File: config.mk
export PLATFORM = sky130hd
export DESIGN_NAME = cfi_guard
export DESIGN_NICKNAME = d
export VERILOG_FILES = /design/src/logic/cfi_pkg.sv /design/src/logic/cfi_guard.sv /design/src/logic/fault_arbiter.sv /design/src/logic/exec_region_check.sv /design/src/logic/landing_pad_check.sv /design/src/logic/shadow_stack_check.sv /design/src/logic/return_stack.sv
export VERILOG_INCLUDE_DIRS = /design/src /design/src/logic
export SDC_FILE = /design/constraint.sdc
export NUM_CORES = 1
export LEC_CHECK = 0
export ABC_AREA = 1
export BUFFER_PORTS_ARGS = -buffer_cell sky130_fd_sc_hd__buf_4
export CORE_MARGIN = 3
export CORE_UTILIZATION = 55
export CTS_BUF_LIST = sky130_fd_sc_hd__clkbuf_8
export CTS_CLUSTER_DIAMETER = 50
export DETAILED_ROUTE_END_ITERATION = 10
export PLACE_DENSITY = 0.87
export SKIP_LAST_GASP = 1
export SYNTH_ARGS = -nofsm -noshare
export SYNTH_HDL_FRONTEND = slang
export SYNTH_SLANG_ARGS = --single-unit
export TNS_END_PERCENT = 20
File: constraint.sdc
create_clock -name clk_i -period 5.3 [get_ports clk_i]
set_input_delay 0.795 -clock clk_i [delete_from_list [all_inputs] [get_ports clk_i]]
set_output_delay 0.795 -clock clk_i [all_outputs]
set_load 0.02 [all_outputs]
File: src/logic/cfi_macros.svh
/*
 * Control-flow guard widths and encodings.
 * Address and argument widths, the shadow stack depth and the fields
 * of the landing-pad marker instruction (addi x0, x0, imm).
 */
`ifndef CFI_MACROS_SVH
`define CFI_MACROS_SVH

// width of a program counter and of a stored return address
`define CFI_XLEN 32

// return addresses held before the stack starts dropping pushes
`define CFI_STACK_DEPTH 8

// argument count carried by the marker and by the CSR
`define CFI_ARGS_W 9

// immediate field of the marker no-op
`define CFI_IMM_W 12
// the low two immediate bits tag an add as a landing pad
`define CFI_NOP_IMM_TAG 2'd2
// set in the immediate when the callee takes a variable argument list
`define CFI_VARIADIC_BIT 11

`endif
File: src/logic/cfi_pkg.sv
/*
 * Control-flow guard types.
 * Retired-operation and fault-cause encodings plus the helpers that
 * classify a retired instruction as a call, a return or a landing pad.
 */
`include "cfi_macros.svh"

package cfi_pkg;

    // operation class of the retired instruction, as reported by commit
    typedef enum logic [2:0] {
        OP_ADD   = 3'd0,
        OP_JAL   = 3'd1,
        OP_JALR  = 3'd2,
        OP_OTHER = 3'd3
    } op_e;

    // causes follow the RISC-V mcause access-fault codes
    typedef enum logic [3:0] {
        CAUSE_NONE         = 4'd0,
        CAUSE_INSTR_ACCESS = 4'd1,
        CAUSE_LOAD_ACCESS  = 4'd5,
        CAUSE_STORE_ACCESS = 4'd7
    } cause_e;

    // a jump that links into ra or t0 is a call
    function automatic logic is_call(op_e op, logic [4:0] rd);
        return ((op == OP_JAL) || (op == OP_JALR)) && ((rd == 5'd1) || (rd == 5'd5));
    endfunction

    // a jalr that discards the link and jumps through ra or t0 is a return
    function automatic logic is_ret(op_e op, logic [4:0] rd, logic [4:0] rs1);
        return (op == OP_JALR) && (rd == 5'd0) && ((rs1 == 5'd1) || (rs1 == 5'd5));
    endfunction

    // the marker is an add to x0 from x0 whose immediate carries the tag
    function automatic logic is_landing_pad(op_e op, logic [4:0] rd, logic [4:0] rs1,
                                            logic [`CFI_IMM_W-1:0] imm);
        return (op == OP_ADD) && (rd == 5'd0) && (rs1 == 5'd0) &&
               (imm[1:0] == `CFI_NOP_IMM_TAG);
    endfunction

endpackage

File: src/logic/cfi_guard.sv
/*
 * Commit-stage control-flow guard.
 * Watches one retired instruction per cycle and reports shadow stack,
 * landing-pad and non-executable region violations as access faults.
 */
`timescale 1ns/1ns
`include "cfi_macros.svh"

module cfi_guard (
    input  logic                   clk_i,
    input  logic                   rst_ni,
    input  logic                   csr_en_i,
    input  logic                   commit_valid_i,
    input  logic                   commit_ex_i,
    input  cfi_pkg::op_e           commit_op_i,
    input  logic [4:0]             commit_rd_i,
    input  logic [4:0]             commit_rs1_i,
    input  logic [`CFI_XLEN-1:0]   commit_pc_i,
    input  logic [`CFI_IMM_W-1:0]  commit_imm_i,
    input  logic [`CFI_ARGS_W-1:0] csr_nb_args_i,
    input  logic [`CFI_XLEN-1:0]   region_start_i,
    input  logic [`CFI_XLEN-1:0]   region_end_i,
    output logic                   fault_valid_o,
    output cfi_pkg::cause_e        fault_cause_o,
    output logic [`CFI_XLEN-1:0]   fault_tval_o,
    output logic                   csr_args_clear_o
);

    logic                 retire;
    logic                 push, pop, top_valid;
    logic [`CFI_XLEN-1:0] push_addr, top_addr;
    logic                 ss_req, lp_req, nx_req;
    logic [`CFI_XLEN-1:0] ss_tval, lp_tval, nx_tval;

    // an instruction that raised an exception never really retired
    assign retire = commit_valid_i && !commit_ex_i;

    ////////////////////////////////////////////////////////////////////////////
    // checkers
    ////////////////////////////////////////////////////////////////////////////

    return_stack #(
        .DEPTH(`CFI_STACK_DEPTH)
    ) u_return_stack (
        .clk_i       (clk_i),
        .rst_ni      (rst_ni),
        .push_i      (push),
        .push_addr_i (push_addr),
        .pop_i       (pop),
        .top_addr_o  (top_addr),
        .top_valid_o (top_valid)
    );

    shadow_stack_check u_shadow_stack_check (
        .clk_i       (clk_i),
        .rst_ni      (rst_ni),
        .csr_en_i    (csr_en_i),
        .retire_i    (retire),
        .op_i        (commit_op_i),
        .rd_i        (commit_rd_i),
        .rs1_i       (commit_rs1_i),
        .pc_i        (commit_pc_i),
        .top_addr_i  (top_addr),
        .top_valid_i (top_valid),
        .push_o      (push),
        .push_addr_o (push_addr),
        .pop_o       (pop),
        .req_o       (ss_req),
        .req_tval_o  (ss_tval)
    );

    landing_pad_check u_landing_pad_check (
        .clk_i        (clk_i),
        .rst_ni       (rst_ni),
        .csr_en_i     (csr_en_i),
        .retire_i     (retire),
        .op_i         (commit_op_i),
        .rd_i         (commit_rd_i),
        .rs1_i        (commit_rs1_i),
        .imm_i        (commit_imm_i),
        .pc_i         (commit_pc_i),
        .nb_args_i    (csr_nb_args_i),
        .req_o        (lp_req),
        .req_tval_o   (lp_tval),
        .args_clear_o (csr_args_clear_o)
    );

    exec_region_check u_exec_region_check (
        .clk_i          (clk_i),
        .rst_ni         (rst_ni),
        .csr_en_i       (csr_en_i),
        .retire_i       (retire),
        .pc_i           (commit_pc_i),
        .region_start_i (region_start_i),
        .region_end_i   (region_end_i),
        .req_o          (nx_req),
        .req_tval_o     (nx_tval)
    );

    ////////////////////////////////////////////////////////////////////////////
    // fault report
    ////////////////////////////////////////////////////////////////////////////

    // requests arrive one cycle after retirement, the report one cycle later
    fault_arbiter u_fault_arbiter (
        .clk_i         (clk_i),
        .rst_ni        (rst_ni),
        .ss_req_i      (ss_req),
        .ss_tval_i     (ss_tval),
        .lp_req_i      (lp_req),
        .lp_tval_i     (lp_tval),
        .nx_req_i      (nx_req),
        .nx_tval_i     (nx_tval),
        .fault_valid_o (fault_valid_o),
        .fault_cause_o (fault_cause_o),
        .fault_tval_o  (fault_tval_o)
    );

endmodule

File: src/logic/fault_arbiter.sv
/*
 * Fault report arbiter.
 * Picks the highest-priority checker request each cycle (shadow stack,
 * landing pad, then region) and registers it as a one-cycle report.
 */
`timescale 1ns/1ns
`include "cfi_macros.svh"

module fault_arbiter (
    input  logic                 clk_i,
    input  logic                 rst_ni,
    input  logic                 ss_req_i,
    input  logic [`CFI_XLEN-1:0] ss_tval_i,
    input  logic                 lp_req_i,
    input  logic [`CFI_XLEN-1:0] lp_tval_i,
    input  logic                 nx_req_i,
    input  logic [`CFI_XLEN-1:0] nx_tval_i,
    output logic                 fault_valid_o,
    output cfi_pkg::cause_e      fault_cause_o,
    output logic [`CFI_XLEN-1:0] fault_tval_o
);

    logic                 any_c;
    cfi_pkg::cause_e      cause_c;
    logic [`CFI_XLEN-1:0] tval_c;
    logic                 valid_q;
    cfi_pkg::cause_e      cause_q;
    logic [`CFI_XLEN-1:0] tval_q;

    assign any_c = ss_req_i || lp_req_i || nx_req_i;

    // losing requests are simply dropped, the trap only needs one cause
    always_comb begin
        cause_c = cfi_pkg::CAUSE_NONE;
        tval_c  = '0;
        if (ss_req_i) begin
            cause_c = cfi_pkg::CAUSE_INSTR_ACCESS;
            tval_c  = ss_tval_i;
        end else if (lp_req_i) begin
            cause_c = cfi_pkg::CAUSE_LOAD_ACCESS;
            tval_c  = lp_tval_i;
        end else if (nx_req_i) begin
            cause_c = cfi_pkg::CAUSE_STORE_ACCESS;
            tval_c  = nx_tval_i;
        end
    end

    // cause and tval read as zero whenever no report is out
    always_ff @(posedge clk_i) begin
        if (!rst_ni) begin
            valid_q <= 1'b0;
            cause_q <= cfi_pkg::CAUSE_NONE;
            tval_q  <= '0;
        end else begin
            valid_q <= any_c;
            cause_q <= cause_c;
            tval_q  <= tval_c;
        end
    end

    assign fault_valid_o = valid_q;
    assign fault_cause_o = cause_q;
    assign fault_tval_o  = tval_q;

    assert property (@(posedge clk_i) disable iff (!rst_ni)
        fault_valid_o |-> (fault_cause_o != cfi_pkg::CAUSE_NONE))
        else $error("fault_arbiter report without a cause");

endmodule

File: src/logic/exec_region_check.sv
/*
 * Non-executable region checker.
 * Flags any enabled retirement whose pc falls inside the half-open
 * window [region_start_i, region_end_i), one cycle later.
 */
`timescale 1ns/1ns
`include "cfi_macros.svh"

module exec_region_check (
    input  logic                 clk_i,
    input  logic                 rst_ni,
    input  logic                 csr_en_i,
    input  logic                 retire_i,
    input  logic [`CFI_XLEN-1:0] pc_i,
    input  logic [`CFI_XLEN-1:0] region_start_i,
    input  logic [`CFI_XLEN-1:0] region_end_i,
    output logic                 req_o,
    output logic [`CFI_XLEN-1:0] req_tval_o
);

    logic                 hit_c;
    logic                 req_q;
    logic [`CFI_XLEN-1:0] tval_q;

    // an empty or inverted window never matches
    assign hit_c = csr_en_i && retire_i && (pc_i >= region_start_i) && (pc_i < region_end_i);

    always_ff @(posedge clk_i) begin
        if (!rst_ni) begin
            req_q <= 1'b0;
        end else begin
            req_q <= hit_c;
        end
    end

    always_ff @(posedge clk_i) begin
        tval_q <= pc_i;
    end

    assign req_o      = req_q;
    assign req_tval_o = tval_q;

endmodule

File: src/logic/landing_pad_check.sv
/*
 * Forward-edge checker.
 * The instruction retired after a call must be the landing-pad marker
 * and its argument count must agree with the indirect-call CSR. Each
 * test is followed by a pulse that clears the CSR.
 */
`timescale 1ns/1ns
`include "cfi_macros.svh"

module landing_pad_check (
    input  logic                  clk_i,
    input  logic                  rst_ni,
    input  logic                  csr_en_i,
    input  logic                  retire_i,
    input  cfi_pkg::op_e          op_i,
    input  logic [4:0]            rd_i,
    input  logic [4:0]            rs1_i,
    input  logic [`CFI_IMM_W-1:0] imm_i,
    input  logic [`CFI_XLEN-1:0]  pc_i,
    input  logic [`CFI_ARGS_W-1:0] nb_args_i,
    output logic                  req_o,
    output logic [`CFI_XLEN-1:0]  req_tval_o,
    output logic                  args_clear_o
);

    typedef enum logic {
        IDLE,
        WAIT_PAD
    } state_e;

    state_e                 state_q, state_d;
    logic                   active;
    logic                   call_c;
    logic                   check_c;
    logic                   variadic_c;
    logic [`CFI_ARGS_W-1:0] pad_args_c;
    logic                   args_ok_c;
    logic                   pad_ok_c;
    logic                   req_q;
    logic                   clear_q;
    logic [`CFI_XLEN-1:0]   tval_q;

    assign active = retire_i && csr_en_i;
    assign call_c = active && cfi_pkg::is_call(op_i, rd_i);

    // the count sits just below the variadic flag in the marker immediate
    assign variadic_c = imm_i[`CFI_VARIADIC_BIT];
    assign pad_args_c = imm_i[`CFI_VARIADIC_BIT-1 -: `CFI_ARGS_W];

    // all ones in the CSR means no indirect call announced a count
    assign args_ok_c = (nb_args_i == '1) ||
                       (variadic_c && (pad_args_c >= nb_args_i)) ||
                       (!variadic_c && (pad_args_c == nb_args_i));
    assign pad_ok_c  = cfi_pkg::is_landing_pad(op_i, rd_i, rs1_i, imm_i) && args_ok_c;

    always_comb begin
        state_d = state_q;
        check_c = 1'b0;
        case (state_q)
            IDLE: begin
                if (call_c) begin
                    state_d = WAIT_PAD;
                end
            end
            WAIT_PAD: begin
                if (active) begin
                    check_c = 1'b1;
                    state_d = call_c ? WAIT_PAD : IDLE;
                end
            end
            default: state_d = IDLE;
        endcase
        if (!csr_en_i) begin
            state_d = IDLE;
        end
    end

    always_ff @(posedge clk_i) begin
        if (!rst_ni) begin
            state_q <= IDLE;
            req_q   <= 1'b0;
            clear_q <= 1'b0;
        end else begin
            state_q <= state_d;
            req_q   <= check_c && !pad_ok_c;
            // the CSR is kept cleared while the guard is off
            clear_q <= check_c || !csr_en_i;
        end
    end

    always_ff @(posedge clk_i) begin
        if (check_c) begin
            tval_q <= pc_i;
        end
    end

    assign req_o        = req_q;
    assign req_tval_o   = tval_q;
    assign args_clear_o = clear_q;

    // every failed test is also a test, so the CSR clear goes out with it
    assert property (@(posedge clk_i) disable iff (!rst_ni) req_o |-> args_clear_o)
        else $error("landing_pad_check fault without CSR clear");

endmodule

File: src/logic/shadow_stack_check.sv
/*
 * Backward-edge checker.
 * Pushes pc+4 for every retired call and pops on every retired return.
 * The popped address is compared with the pc of the next retired
 * instruction; a mismatch raises a one-cycle request.
 */
`timescale 1ns/1ns
`include "cfi_macros.svh"

module shadow_stack_check (
    input  logic                 clk_i,
    input  logic                 rst_ni,
    input  logic                 csr_en_i,
    input  logic                 retire_i,
    input  cfi_pkg::op_e         op_i,
    input  logic [4:0]           rd_i,
    input  logic [4:0]           rs1_i,
    input  logic [`CFI_XLEN-1:0] pc_i,
    input  logic [`CFI_XLEN-1:0] top_addr_i,
    input  logic                 top_valid_i,
    output logic                 push_o,
    output logic [`CFI_XLEN-1:0] push_addr_o,
    output logic                 pop_o,
    output logic                 req_o,
    output logic [`CFI_XLEN-1:0] req_tval_o
);

    typedef enum logic {
        IDLE,
        WAIT_TARGET
    } state_e;

    state_e               state_q, state_d;
    logic                 active;
    logic                 call_c;
    logic                 ret_c;
    logic                 check_c;
    logic                 bad_c;
    logic [`CFI_XLEN-1:0] exp_addr_q;
    logic                 exp_valid_q;
    logic                 req_q;
    logic [`CFI_XLEN-1:0] tval_q;

    // with the guard disabled nothing retires as far as this checker knows
    assign active = retire_i && csr_en_i;
    assign call_c = active && cfi_pkg::is_call(op_i, rd_i);
    assign ret_c  = active && cfi_pkg::is_ret(op_i, rd_i, rs1_i);

    // the stack is written at the end of the call's own cycle
    assign push_o      = call_c;
    assign push_addr_o = pc_i + `CFI_XLEN'(4);
    assign pop_o       = ret_c;

    always_comb begin
        state_d = state_q;
        check_c = 1'b0;
        case (state_q)
            IDLE: begin
                if (ret_c) begin
                    state_d = WAIT_TARGET;
                end
            end
            WAIT_TARGET: begin
                if (active) begin
                    check_c = 1'b1;
                    // a return landing on another return waits again
                    state_d = ret_c ? WAIT_TARGET : IDLE;
                end
            end
            default: state_d = IDLE;
        endcase
        if (!csr_en_i) begin
            state_d = IDLE;
        end
    end

    // a lost entry cannot be checked, so only a valid mismatch is a fault
    assign bad_c = check_c && exp_valid_q && (exp_addr_q != pc_i);

    always_ff @(posedge clk_i) begin
        if (!rst_ni) begin
            state_q <= IDLE;
            req_q   <= 1'b0;
        end else begin
            state_q <= state_d;
            req_q   <= bad_c;
        end
    end

    // latch what the pop returned and the pc of a bad target
    always_ff @(posedge clk_i) begin
        if (ret_c) begin
            exp_addr_q  <= top_addr_i;
            exp_valid_q <= top_valid_i;
        end
        if (bad_c) begin
            tval_q <= pc_i;
        end
    end

    assign req_o      = req_q;
    assign req_tval_o = tval_q;

endmodule

File: src/logic/return_stack.sv
/*
 * Return address stack.
 * Holds DEPTH addresses. The pointer keeps counting past the depth so
 * that deep call chains stay balanced; entries beyond the array are lost
 * and their pops report an invalid top.
 */
`timescale 1ns/1ns
`include "cfi_macros.svh"

module return_stack #(
    parameter int DEPTH = `CFI_STACK_DEPTH
) (
    input  logic                 clk_i,
    input  logic                 rst_ni,
    input  logic                 push_i,
    input  logic [`CFI_XLEN-1:0] push_addr_i,
    input  logic                 pop_i,
    output logic [`CFI_XLEN-1:0] top_addr_o,
    output logic                 top_valid_o
);

    localparam int IDX_W = (DEPTH > 1) ? $clog2(DEPTH) : 1;
    // eight spare bits let the pointer run far past the array before saturating
    localparam int PTR_W = IDX_W + 8;

    logic [`CFI_XLEN-1:0] mem_q [DEPTH];
    logic [PTR_W-1:0]     ptr_q;
    logic [IDX_W-1:0]     top_idx;
    logic                 in_array;

    // ptr_q counts stored entries, so the top lives one slot below it
    assign top_idx     = IDX_W'(ptr_q - PTR_W'(1));
    assign top_valid_o = (ptr_q != '0) && (ptr_q <= PTR_W'(DEPTH));
    assign top_addr_o  = top_valid_o ? mem_q[top_idx] : '0;

    // a push only lands in the array while there is room left
    assign in_array = (ptr_q < PTR_W'(DEPTH));

    always_ff @(posedge clk_i) begin
        if (push_i && in_array) begin
            mem_q[ptr_q[IDX_W-1:0]] <= push_addr_i;
        end
    end

    always_ff @(posedge clk_i) begin
        if (!rst_ni) begin
            ptr_q <= '0;
        end else if (push_i && (ptr_q != '1)) begin
            ptr_q <= ptr_q + PTR_W'(1);
        end else if (pop_i && (ptr_q != '0)) begin
            // popping an empty stack leaves the pointer at zero
            ptr_q <= ptr_q - PTR_W'(1);
        end
    end

    // the checker never pushes and pops on the same retirement
    assert property (@(posedge clk_i) disable iff (!rst_ni) !(push_i && pop_i))
        else $error("return_stack push and pop in the same cycle");

endmodule

==> results by group, run 1 <==
Status
  • Status: finished, final reports clean

Die
  • Die H: about 190 µm
  • Core area: ~0.035 mm²
  • Row count: 68
  • Die ar.: around 0.038 mm²
  • Chip width: 195 µm
  • Ports: roughly 170
  • Initial Util: between 50% and 60%

Synth
  • Synth Warn #: 0
  • Mean Syn Cell Area: around 11 µm²
  • Multiplexer area fraction after synthesis: 0%
  • Flops & latches, synth: approximately 440
  • Synth async-reset ratio: 0%
  • Simple-gate area share of the yosys netlist: ~15%
  • Synth Net Count: roughly 2000
  • Post-Syn Instances: between 1500 and 2000
  • Synth top area cells: edfxtp_1 54%, dfxtp_1 8.7%, nor2_1 5.3%, nand2_1 5.0%, ha_1 4.9%
  • Synth cell types: between 40 and 50
  • Leading area contributor after synthesis: edfxtp_1
  • Synth top cells by count: 353 x edfxtp_1, 277 x nor2_1, 262 x nand2_1
  • Most common cell in the netlist: edfxtp_1
  • Area share of the largest cell type after synthesis: 54.2%
  • Synth Cell Area: 0.0196 mm²
  • Compound-Gate Fraction of Synth Area: under 10%
  • Seq/Total Area, Yosys: between 60% and 70%
  • Post-synth top flop: edfxtp_1
  • Largest family of logic cells by synthesized area: simple AND/OR/NAND/NOR gates
  • XOR/XNOR share of the synthesized area: around 2.4%
  • Post-Synth Adder-Cell Area: 4.86%
  • Post-synth EDFFs: between 300 and 400

Placement
  • RePlAce Congestion: approximately 0.91
  • Number of port buffers: ~170
  • DP Cell Count: about 2400
  • Post-DP HPWL: 31300 µm

Global routing
  • First-pass GRT wire length: 74800 µm
  • Largest net degree at the start of global routing: 90
  • Antenna violations before repair: 1
  • Vias in the first global route: about 14000
  • Total global-route track usage: 24.8%
  • Total gr overflow: 0

Hold path
  • Hold/Removal Path Class: input port to flop

STA
  • Hold Vio Cnt, Final: 0
  • Tightest Pin Transition: between 900 and 1000 ps
  • Final setup TNS: 0 ps
  • Period Utilization, post-route: about 63%
  • Min cycle time layout: around 3300 ps
  • Max Transition Viols Final: 0
  • Fmax: between 200 and 300 MHz
  • Slew HR: 33.9%
  • RSZ-0062 raised after global routing: no
  • Clock Skews: roughly 24 ps
  • Finish-stage setup viols: 0

Detailed routing
  • DRT iter0 DRCs: approximately 1500
  • Vias per inst: ~5.9
  • DRT Pass-1 Iters: 5
  • WL final: 48700 µm
  • Post-DR wirelength/cell: 19.6 µm
  • Vias: about 15000
  • Residual DRC: 0
  • Antenna-violating nets left: 0

Power and ir drop
  • Static Leakage: slightly below 9 nW
  • IR drop worst, VDD: between 200 and 250 µV
  • Cell area power density: about 300 mW/mm²

Clock tree
  • Worst-path clk slew: 70 ps
  • Post-CTS setup buffer count: 0
  • H-tree depth: 3
  • Clock tree buffer depth: 3
  • CTS Root Cell: clkbuf_8
  • Clock sink count: between 400 and 500
  • Cts bufs inserted: between 60 and 70
  • Post_cts resized: 0
  • Worst-Skew Late Latency: about 590 ps
  • CTS tree: done
  • Hold buffer count at cts: 0

Finish
  • Number of fillers in the final layout: around 2400
  • Footprint of the multi-input gates: 0.00636 mm²
  • Area taken by flip-flops and latches: roughly 0.012 mm²
  • Ant diodes: 0
  • Area Overhead vs Synth: 15.1%
  • Fin util: 64.7%
  • Post-Layout Cell Count: roughly 2500
  • Final net count: roughly 2200
  • Layout cells sized above 1: 17.7%

Worst setup path
  • CP Max Fanout: a little under 90
  • Critical path capture point type: flop
  • Critical path data required time: 5730 ps
  • Critical setup path kind: flop to flop
  • Worst EP arrival: ~3800 ps
  • Critical path startpoint category: flop

Flow run
  • Maxcap violations: 0
-- state kept, by name (all words and copies together) (netlist names), named ones only --
register                          count
u_return_stack.mem_q                256
u_exec_region_check.req_tval_o       32
u_fault_arbiter.fault_tval_o         32
u_landing_pad_check.req_tval_o       32
u_shadow_stack_check.exp_addr_q      32
u_shadow_stack_check.req_tval_o      32
u_return_stack.ptr_q                 11
u_fault_arbiter.fault_cause_o         3
u_exec_region_check.req_o             1
u_fault_arbiter.fault_valid_o         1
u_landing_pad_check.args_clear_o      1
u_landing_pad_check.req_o             1
u_shadow_stack_check.exp_valid_q      1
u_shadow_stack_check.req_o            1
-- report_power, final --
group          internal (W)  total (W)  switching [W]
logic              0.000147   0.000380       0.000233
registers           0.00372    0.00373     0.00000451
clock network       0.00138    0.00265        0.00127
total               0.00525    0.00676        0.00151
-- path summary, 6_finish.rpt --
check | slack [ps] | cells after the start | to | startpoint
hold reg to reg | 440 | 2 | u_fault_arbiter.fault_tval_o[30] | u_exec_region_check.req_tval_o[30]
setup / recovery | 1950 | 7 | u_shadow_stack_check.exp_addr_q[23] | u_return_stack.ptr_q[0]
hold / removal | 420 | 1 | u_exec_region_check.req_tval_o[14] | commit_pc_i[14]
setup reg to reg | 1950 | 7 | u_shadow_stack_check.exp_addr_q[23] | u_return_stack.ptr_q[0]
-- cells in the final DEF, fill, tap and decap left out, types with 2 or more instances in the layout --
cell,count
clkinvlp_4,3
xor2_1,30
clkinv_2,9
or2_2,3
nand2_1,262
o21ai_0,104
nor2_2,12
ha_1,75
edfxtp_1,353
nor3_1,22
a21oi_2,29
nor2_4,4
nand4_4,2
nand4_1,22
inv_2,4
nand3b_1,5
clkinv_1,9
o21a_1,2
xnor2_1,22
nor3_2,6
inv_1,163
o32ai_1,64
nand3_2,3
nor2_1,271
bufinv_16,2
buf_4,191
nand3_1,55
a21oi_1,111
nor4_1,6
a31oi_1,2
nand2_2,5
clkbuf_8,73
dfxtp_1,84
inv_6,5
nor3_4,2
inv_4,2
-- layer usage --
| layer | up-vias | routed length [µm] | global-route usage, % |
|---|---|---|---|
| li1 | 6639 | - | - |
| met1 | 6897 | 18400 | 32.0 |
| met2 | 897 | 23500 | 41.5 |
| met3 | 129 | 5210 | 5.11 |
| met4 | 0 | 1510 | 9.71 |
| met5 | - | 0 | 0 |
-- cell type report --
| class | instances | area share, % |
|---|---|---|
| Sequential cell | 438 | 54.6 |
| Multi-Input combinational cell | 1130 | 28.3 |
| Timing Repair Buffer | 191 | 6.37 |
| Clock buffer | 73 | 4.46 |
| Inverter | 153 | 2.58 |
| Tap cell | 455 | 2.53 |
| Clock inverter | 44 | 1.17 |
-- worst max-delay path, cell delays in order, from the launching register on --
cell	delay, ps
dfxtp_4	680
inv_4	400
ha_4	960
buf_4	480
o21ai_0	170
o32ai_1	160
nand2_1	110
a21oi_2	130
-- cell families after synthesis --
| kind of cell | count (synthesis) |
|---|---|
| flip-flops | 438 |
| AO/OA/AOI/OAI | 317 |
| XOR/XNOR | 53 |
| AND/OR/NAND/NOR | 683 |
| adder cells (fa/ha/maj) | 76 |
| buffers and inverters | 228 |
| other | 1 |
-- per-stage QoR --
step | setup WS (ps) | cell area, µm² | power (W) | hold slack, ps
after floorplan | 1130 | 19600 | 0.00398 | 423
after global placement | 2240 | 21300 | 0.00415 | 430
after detailed placement | 2080 | 21300 | 0.00417 | 434
after CTS | 2100 | 22500 | 0.00679 | 383
after global routing | 1730 | 22500 | 0.00699 | 389
final | 1950 | 22500 | 0.00676 | 419
(Power assumes the default switching activity.)
==> run 2, diff against run 1 <==
--- a/config.mk
+++ b/config.mk
@@ -6,7 +6,7 @@
 export SDC_FILE = /design/constraint.sdc
 export NUM_CORES = 1
 export LEC_CHECK = 0
-export ABC_AREA = 1
+export ABC_AREA = 0
 export BUFFER_PORTS_ARGS = -buffer_cell sky130_fd_sc_hd__buf_4
 export CORE_MARGIN = 3
 export CORE_UTILIZATION = 55
==> constraint.sdc (replaced) <==
create_clock -name clk_i -period 3.1 [get_ports clk_i]
set_input_delay 0.465 -clock clk_i [delete_from_list [all_inputs] [get_ports clk_i]]
set_output_delay 0.465 -clock clk_i [all_outputs]
set_load 0.02 [all_outputs]
==> run 2 against run 1 <==
  * Sequential power increased by 71%
  * Sequential share of layout area grew 1.5 points
  * Power rose by 69%
  * Global-route usage fell by 0.86 points
  * Setup slack got worse by 1400 ps
  * Wire length shrank 11%
  * Clock skew rose by 9.0 ps
  * Critical path depth is the same
  * Final area decreased by 2.7%
  * Critical endpoint is now u_exec_region_check.req_o
  * Combinational power grew 54%
==> results by group, run 2 <==
Worst setup path
  • Critical setup path kind: input port to flop
  • CP max stage cell: a2111oi_0
  • R2R Path End: u_shadow_stack_check.exp_addr_q[12]
  • CP Max Fanout: 9
  • Reg2Reg Depth: 6
  • RR Startpoint: u_return_stack.ptr_q[1]
  • Crit path max-delay family: compound AO/OA/AOI/OAI gates
  • Slowest stage delay, CP: around 740 ps
  • CP bufs+invs: 1
  • Crit path cell chain: buf_4 > ha_1 > and4_1 > nand4_1 > a2111oi_0 > o31ai_1 > a2111oi_0
  • Reg2reg setup slack: approximately 570 ps
  • CP dominant cell by count: a2111oi_0
  • Critical path startpoint category: input port
  • Worst EP arrival: just under 3000 ps
  • Critical path data required time: 3520 ps
  • Critical path capture point type: flop

Finish
  • Area taken by flip-flops and latches: 0.0123 mm²
  • Post-Layout Cell Count: 1983
  • Design Area, Final: 0.0219 mm²
  • Layout cells sized above 1: between 20% and 30%
  • Most frequent cells in the layout: 353 x edfxtp_1, 183 x buf_4, 107 x nand2_1, 104 x inv_1, 83 x dfxtp_1
  • Max reg flops: between 200 and 300
  • Area Overhead vs Synth: 17.0%
  • Most common cell after layout, fill and taps aside: edfxtp_1
  • Ant diodes: 0
  • Number of fillers in the final layout: ~2100
  • Final net count: 1699
  • Footprint of the multi-input gates: a little under 0.006 mm²

Detailed routing
  • DRT iter0 DRCs: around 1000
  • WL final: between 40000 and 50000 µm
  • Vias per inst: 5.91
  • Post-DR wirelength/cell: between 20 and 25 µm
  • Antenna-violating nets left: 0
  • DRT Pass-1 Iters: 5
  • Residual DRC: 0
  • Vias: about 12000

Placement
  • Placed cell areas: roughly 0.021 mm²
  • Post-DP HPWL: 27100 µm
  • DP Cell Count: between 1500 and 2000
  • RePlAce Congestion: approximately 0.8
  • Number of port buffers: 171
  • Post-place setup slack: between 20 and 30 ps

Status
  • Status: finished, final reports clean

Synth
  • Post-Syn Instances: between 1000 and 1500
  • Synth Net Count: roughly 1500
  • Flops & latches, synth: about 440
  • Area share of the largest cell type after synthesis: roughly 57%
  • Post-synth EDFFs: ~350
  • Synth Warn #: 0
  • Leading area contributor after synthesis: edfxtp_1
  • Synth top cells by count: 353 x edfxtp_1, 107 x nand2_1, 85 x dfxtp_1
  • Synth Cell Area: around 0.019 mm²
  • Mean Syn Cell Area: 14.6 µm²
  • Post-synth top flop: edfxtp_1
  • Synth async-reset ratio: 0%
  • Synth cell types: 63
  • Seq/Total Area, Yosys: between 60% and 70%
  • Most common cell in the netlist: edfxtp_1
  • Synth top area cells: edfxtp_1 57%, dfxtp_1 9.1%, mux4_2 7.7%, ha_1 5.1%, nand2_1 2.1%

Clock tree
  • Clock sink count: between 400 and 500
  • Worst-path clk slew: roughly 60 ps
  • Hold buffer count at cts: 0
  • Worst-Skew Late Latency: 600 ps
  • CTS tree: done
  • CTS Root Cell: clkbuf_8
  • Post-CTS setup buffer count: 0
  • Cts bufs inserted: between 60 and 70
  • Clock tree buffer depth: 3
  • H-tree depth: 3
  • Post_cts resized: 0

Hold path
  • Worst hold path endpoint: u_landing_pad_check.args_clear_o
  • Min-delay src: csr_en_i
  • Worst Hold Depth: 2
  • Hold/Removal Path Class: input port to flop

Die
  • Chip width: 191 µm
  • Initial Util: between 50 and 60%
  • Die H: 191 µm
  • Die ar.: between 0.03 and 0.04 mm²
  • Row count: 66
  • Ports: approximately 170
  • Core area: ~0.033 mm²

Global routing
  • Antenna violations before repair: 0
  • Grt met2 use: between 40% and 50%
  • Largest net degree at the start of global routing: 69
  • First-pass GRT wire length: around 66000 µm
  • Total global-route track usage: roughly a quarter
  • Grt met3 use: roughly 4.4%
  • Total gr overflow: 0
  • Met1 usage: around 31%
  • Vias in the first global route: approximately 12000
  • Busiest grt layer: met2

STA
  • Slew HR: 25.6%
  • Min cycle time layout: around 2600 ps
  • Finish-stage setup viols: 0
  • Period Utilization, post-route: about 82%
  • Tightest Pin Transition: ~1100 ps
  • Fmax: slightly below 400 MHz
  • Final WS setup: approximately 550 ps
  • Hold Vio Cnt, Final: 0
  • Max Transition Viols Final: 0
  • RSZ-0062 raised after global routing: no
  • Clock Skews: about 33 ps

Power and ir drop
  • IR drop worst, VDD: 299 µV
  • Static Leakage: 8.03 nW
  • Cell area power density: between 500 and 600 mW/mm²

Flow run
  • Maxcap violations: 0
-- run 2: changes by cell type in the layout (fill, tap and decap cells not counted), moves of 13 or more --
cell / change
inv_1: -59
nor2_1: -201
o32ai_1: -63
nand3_1: -35
a21oi_1: -58
a22oi_1: +33
nand2_1: -155
mux4_2: +64
and4_1: +13
o21ai_0: -88
nand2b_1: +15
nor3_1: -17
-- run 2: routing by layer --
layer / vias up / wire (µm)
met5: - / 0
li1: 5240 / -
met1: 5779 / 16300
met2: 590 / 21800
met4: 0 / 1330
met3: 103 / 3690
-- run 2: cell type report --
type,instances,share of cell area [%]
Clock inverter,52,1.28
Tap cell,442,2.52
Inverter,80,1.37
Clock buffer,71,4.46
Timing Repair Buffer,194,7.27
Multi-Input combinational cell,706,26.9
Sequential cell,438,56.2
-- run 2: report_power, final --
part           total [W]  internal, W  switching (W)
clock            0.00444      0.00224        0.00219
combinational   0.000587     0.000245       0.000343
sequential       0.00638      0.00637     0.00000757
total             0.0114      0.00886        0.00254
-- run 2: kinds of logic after synthesis --
logic type	Yosys count	synth area share (%)
flip-flops	438	65.7
AND/OR/NAND/NOR	319	8.56
other	1	0.0200
adder cells (fa/ha/maj)	76	5.08
AO/OA/AOI/OAI	173	6.37
XOR/XNOR	64	2.99
buffers and inverters	135	3.11
multiplexers	73	8.18
-- run 2: how the worst max path moves through the flow --
stage,start,end,slack (ps),depth (start not counted)
floorplan,commit_ex_i,u_return_stack.mem_q[0][0],-820,6
global placement,commit_pc_i[14],u_exec_region_check.req_o,40,7
detailed placement,commit_pc_i[15],u_exec_region_check.req_o,30,7
CTS,u_return_stack.ptr_q[1],u_shadow_stack_check.exp_addr_q[12],600,6
global route,u_return_stack.ptr_q[1],u_shadow_stack_check.exp_addr_q[12],500,6
finish,commit_pc_i[14],u_exec_region_check.req_o,550,7
-- run 2: through the flow --
step / util, % / hold slack [ps] / setup TNS [ps] / power [W]
final: 66.3 / 72.8 / 0 / 0.0114
after global routing: 66.3 / 61.4 / 0 / 0.0118
after CTS: 66.3 / 50.2 / 0 / 0.0115
after detailed placement: 62.5 / 465 / 0 / 0.00707
after global placement: 62.5 / 457 / 0 / 0.00704
after floorplan: - / 447 / -26190 / 0.00675
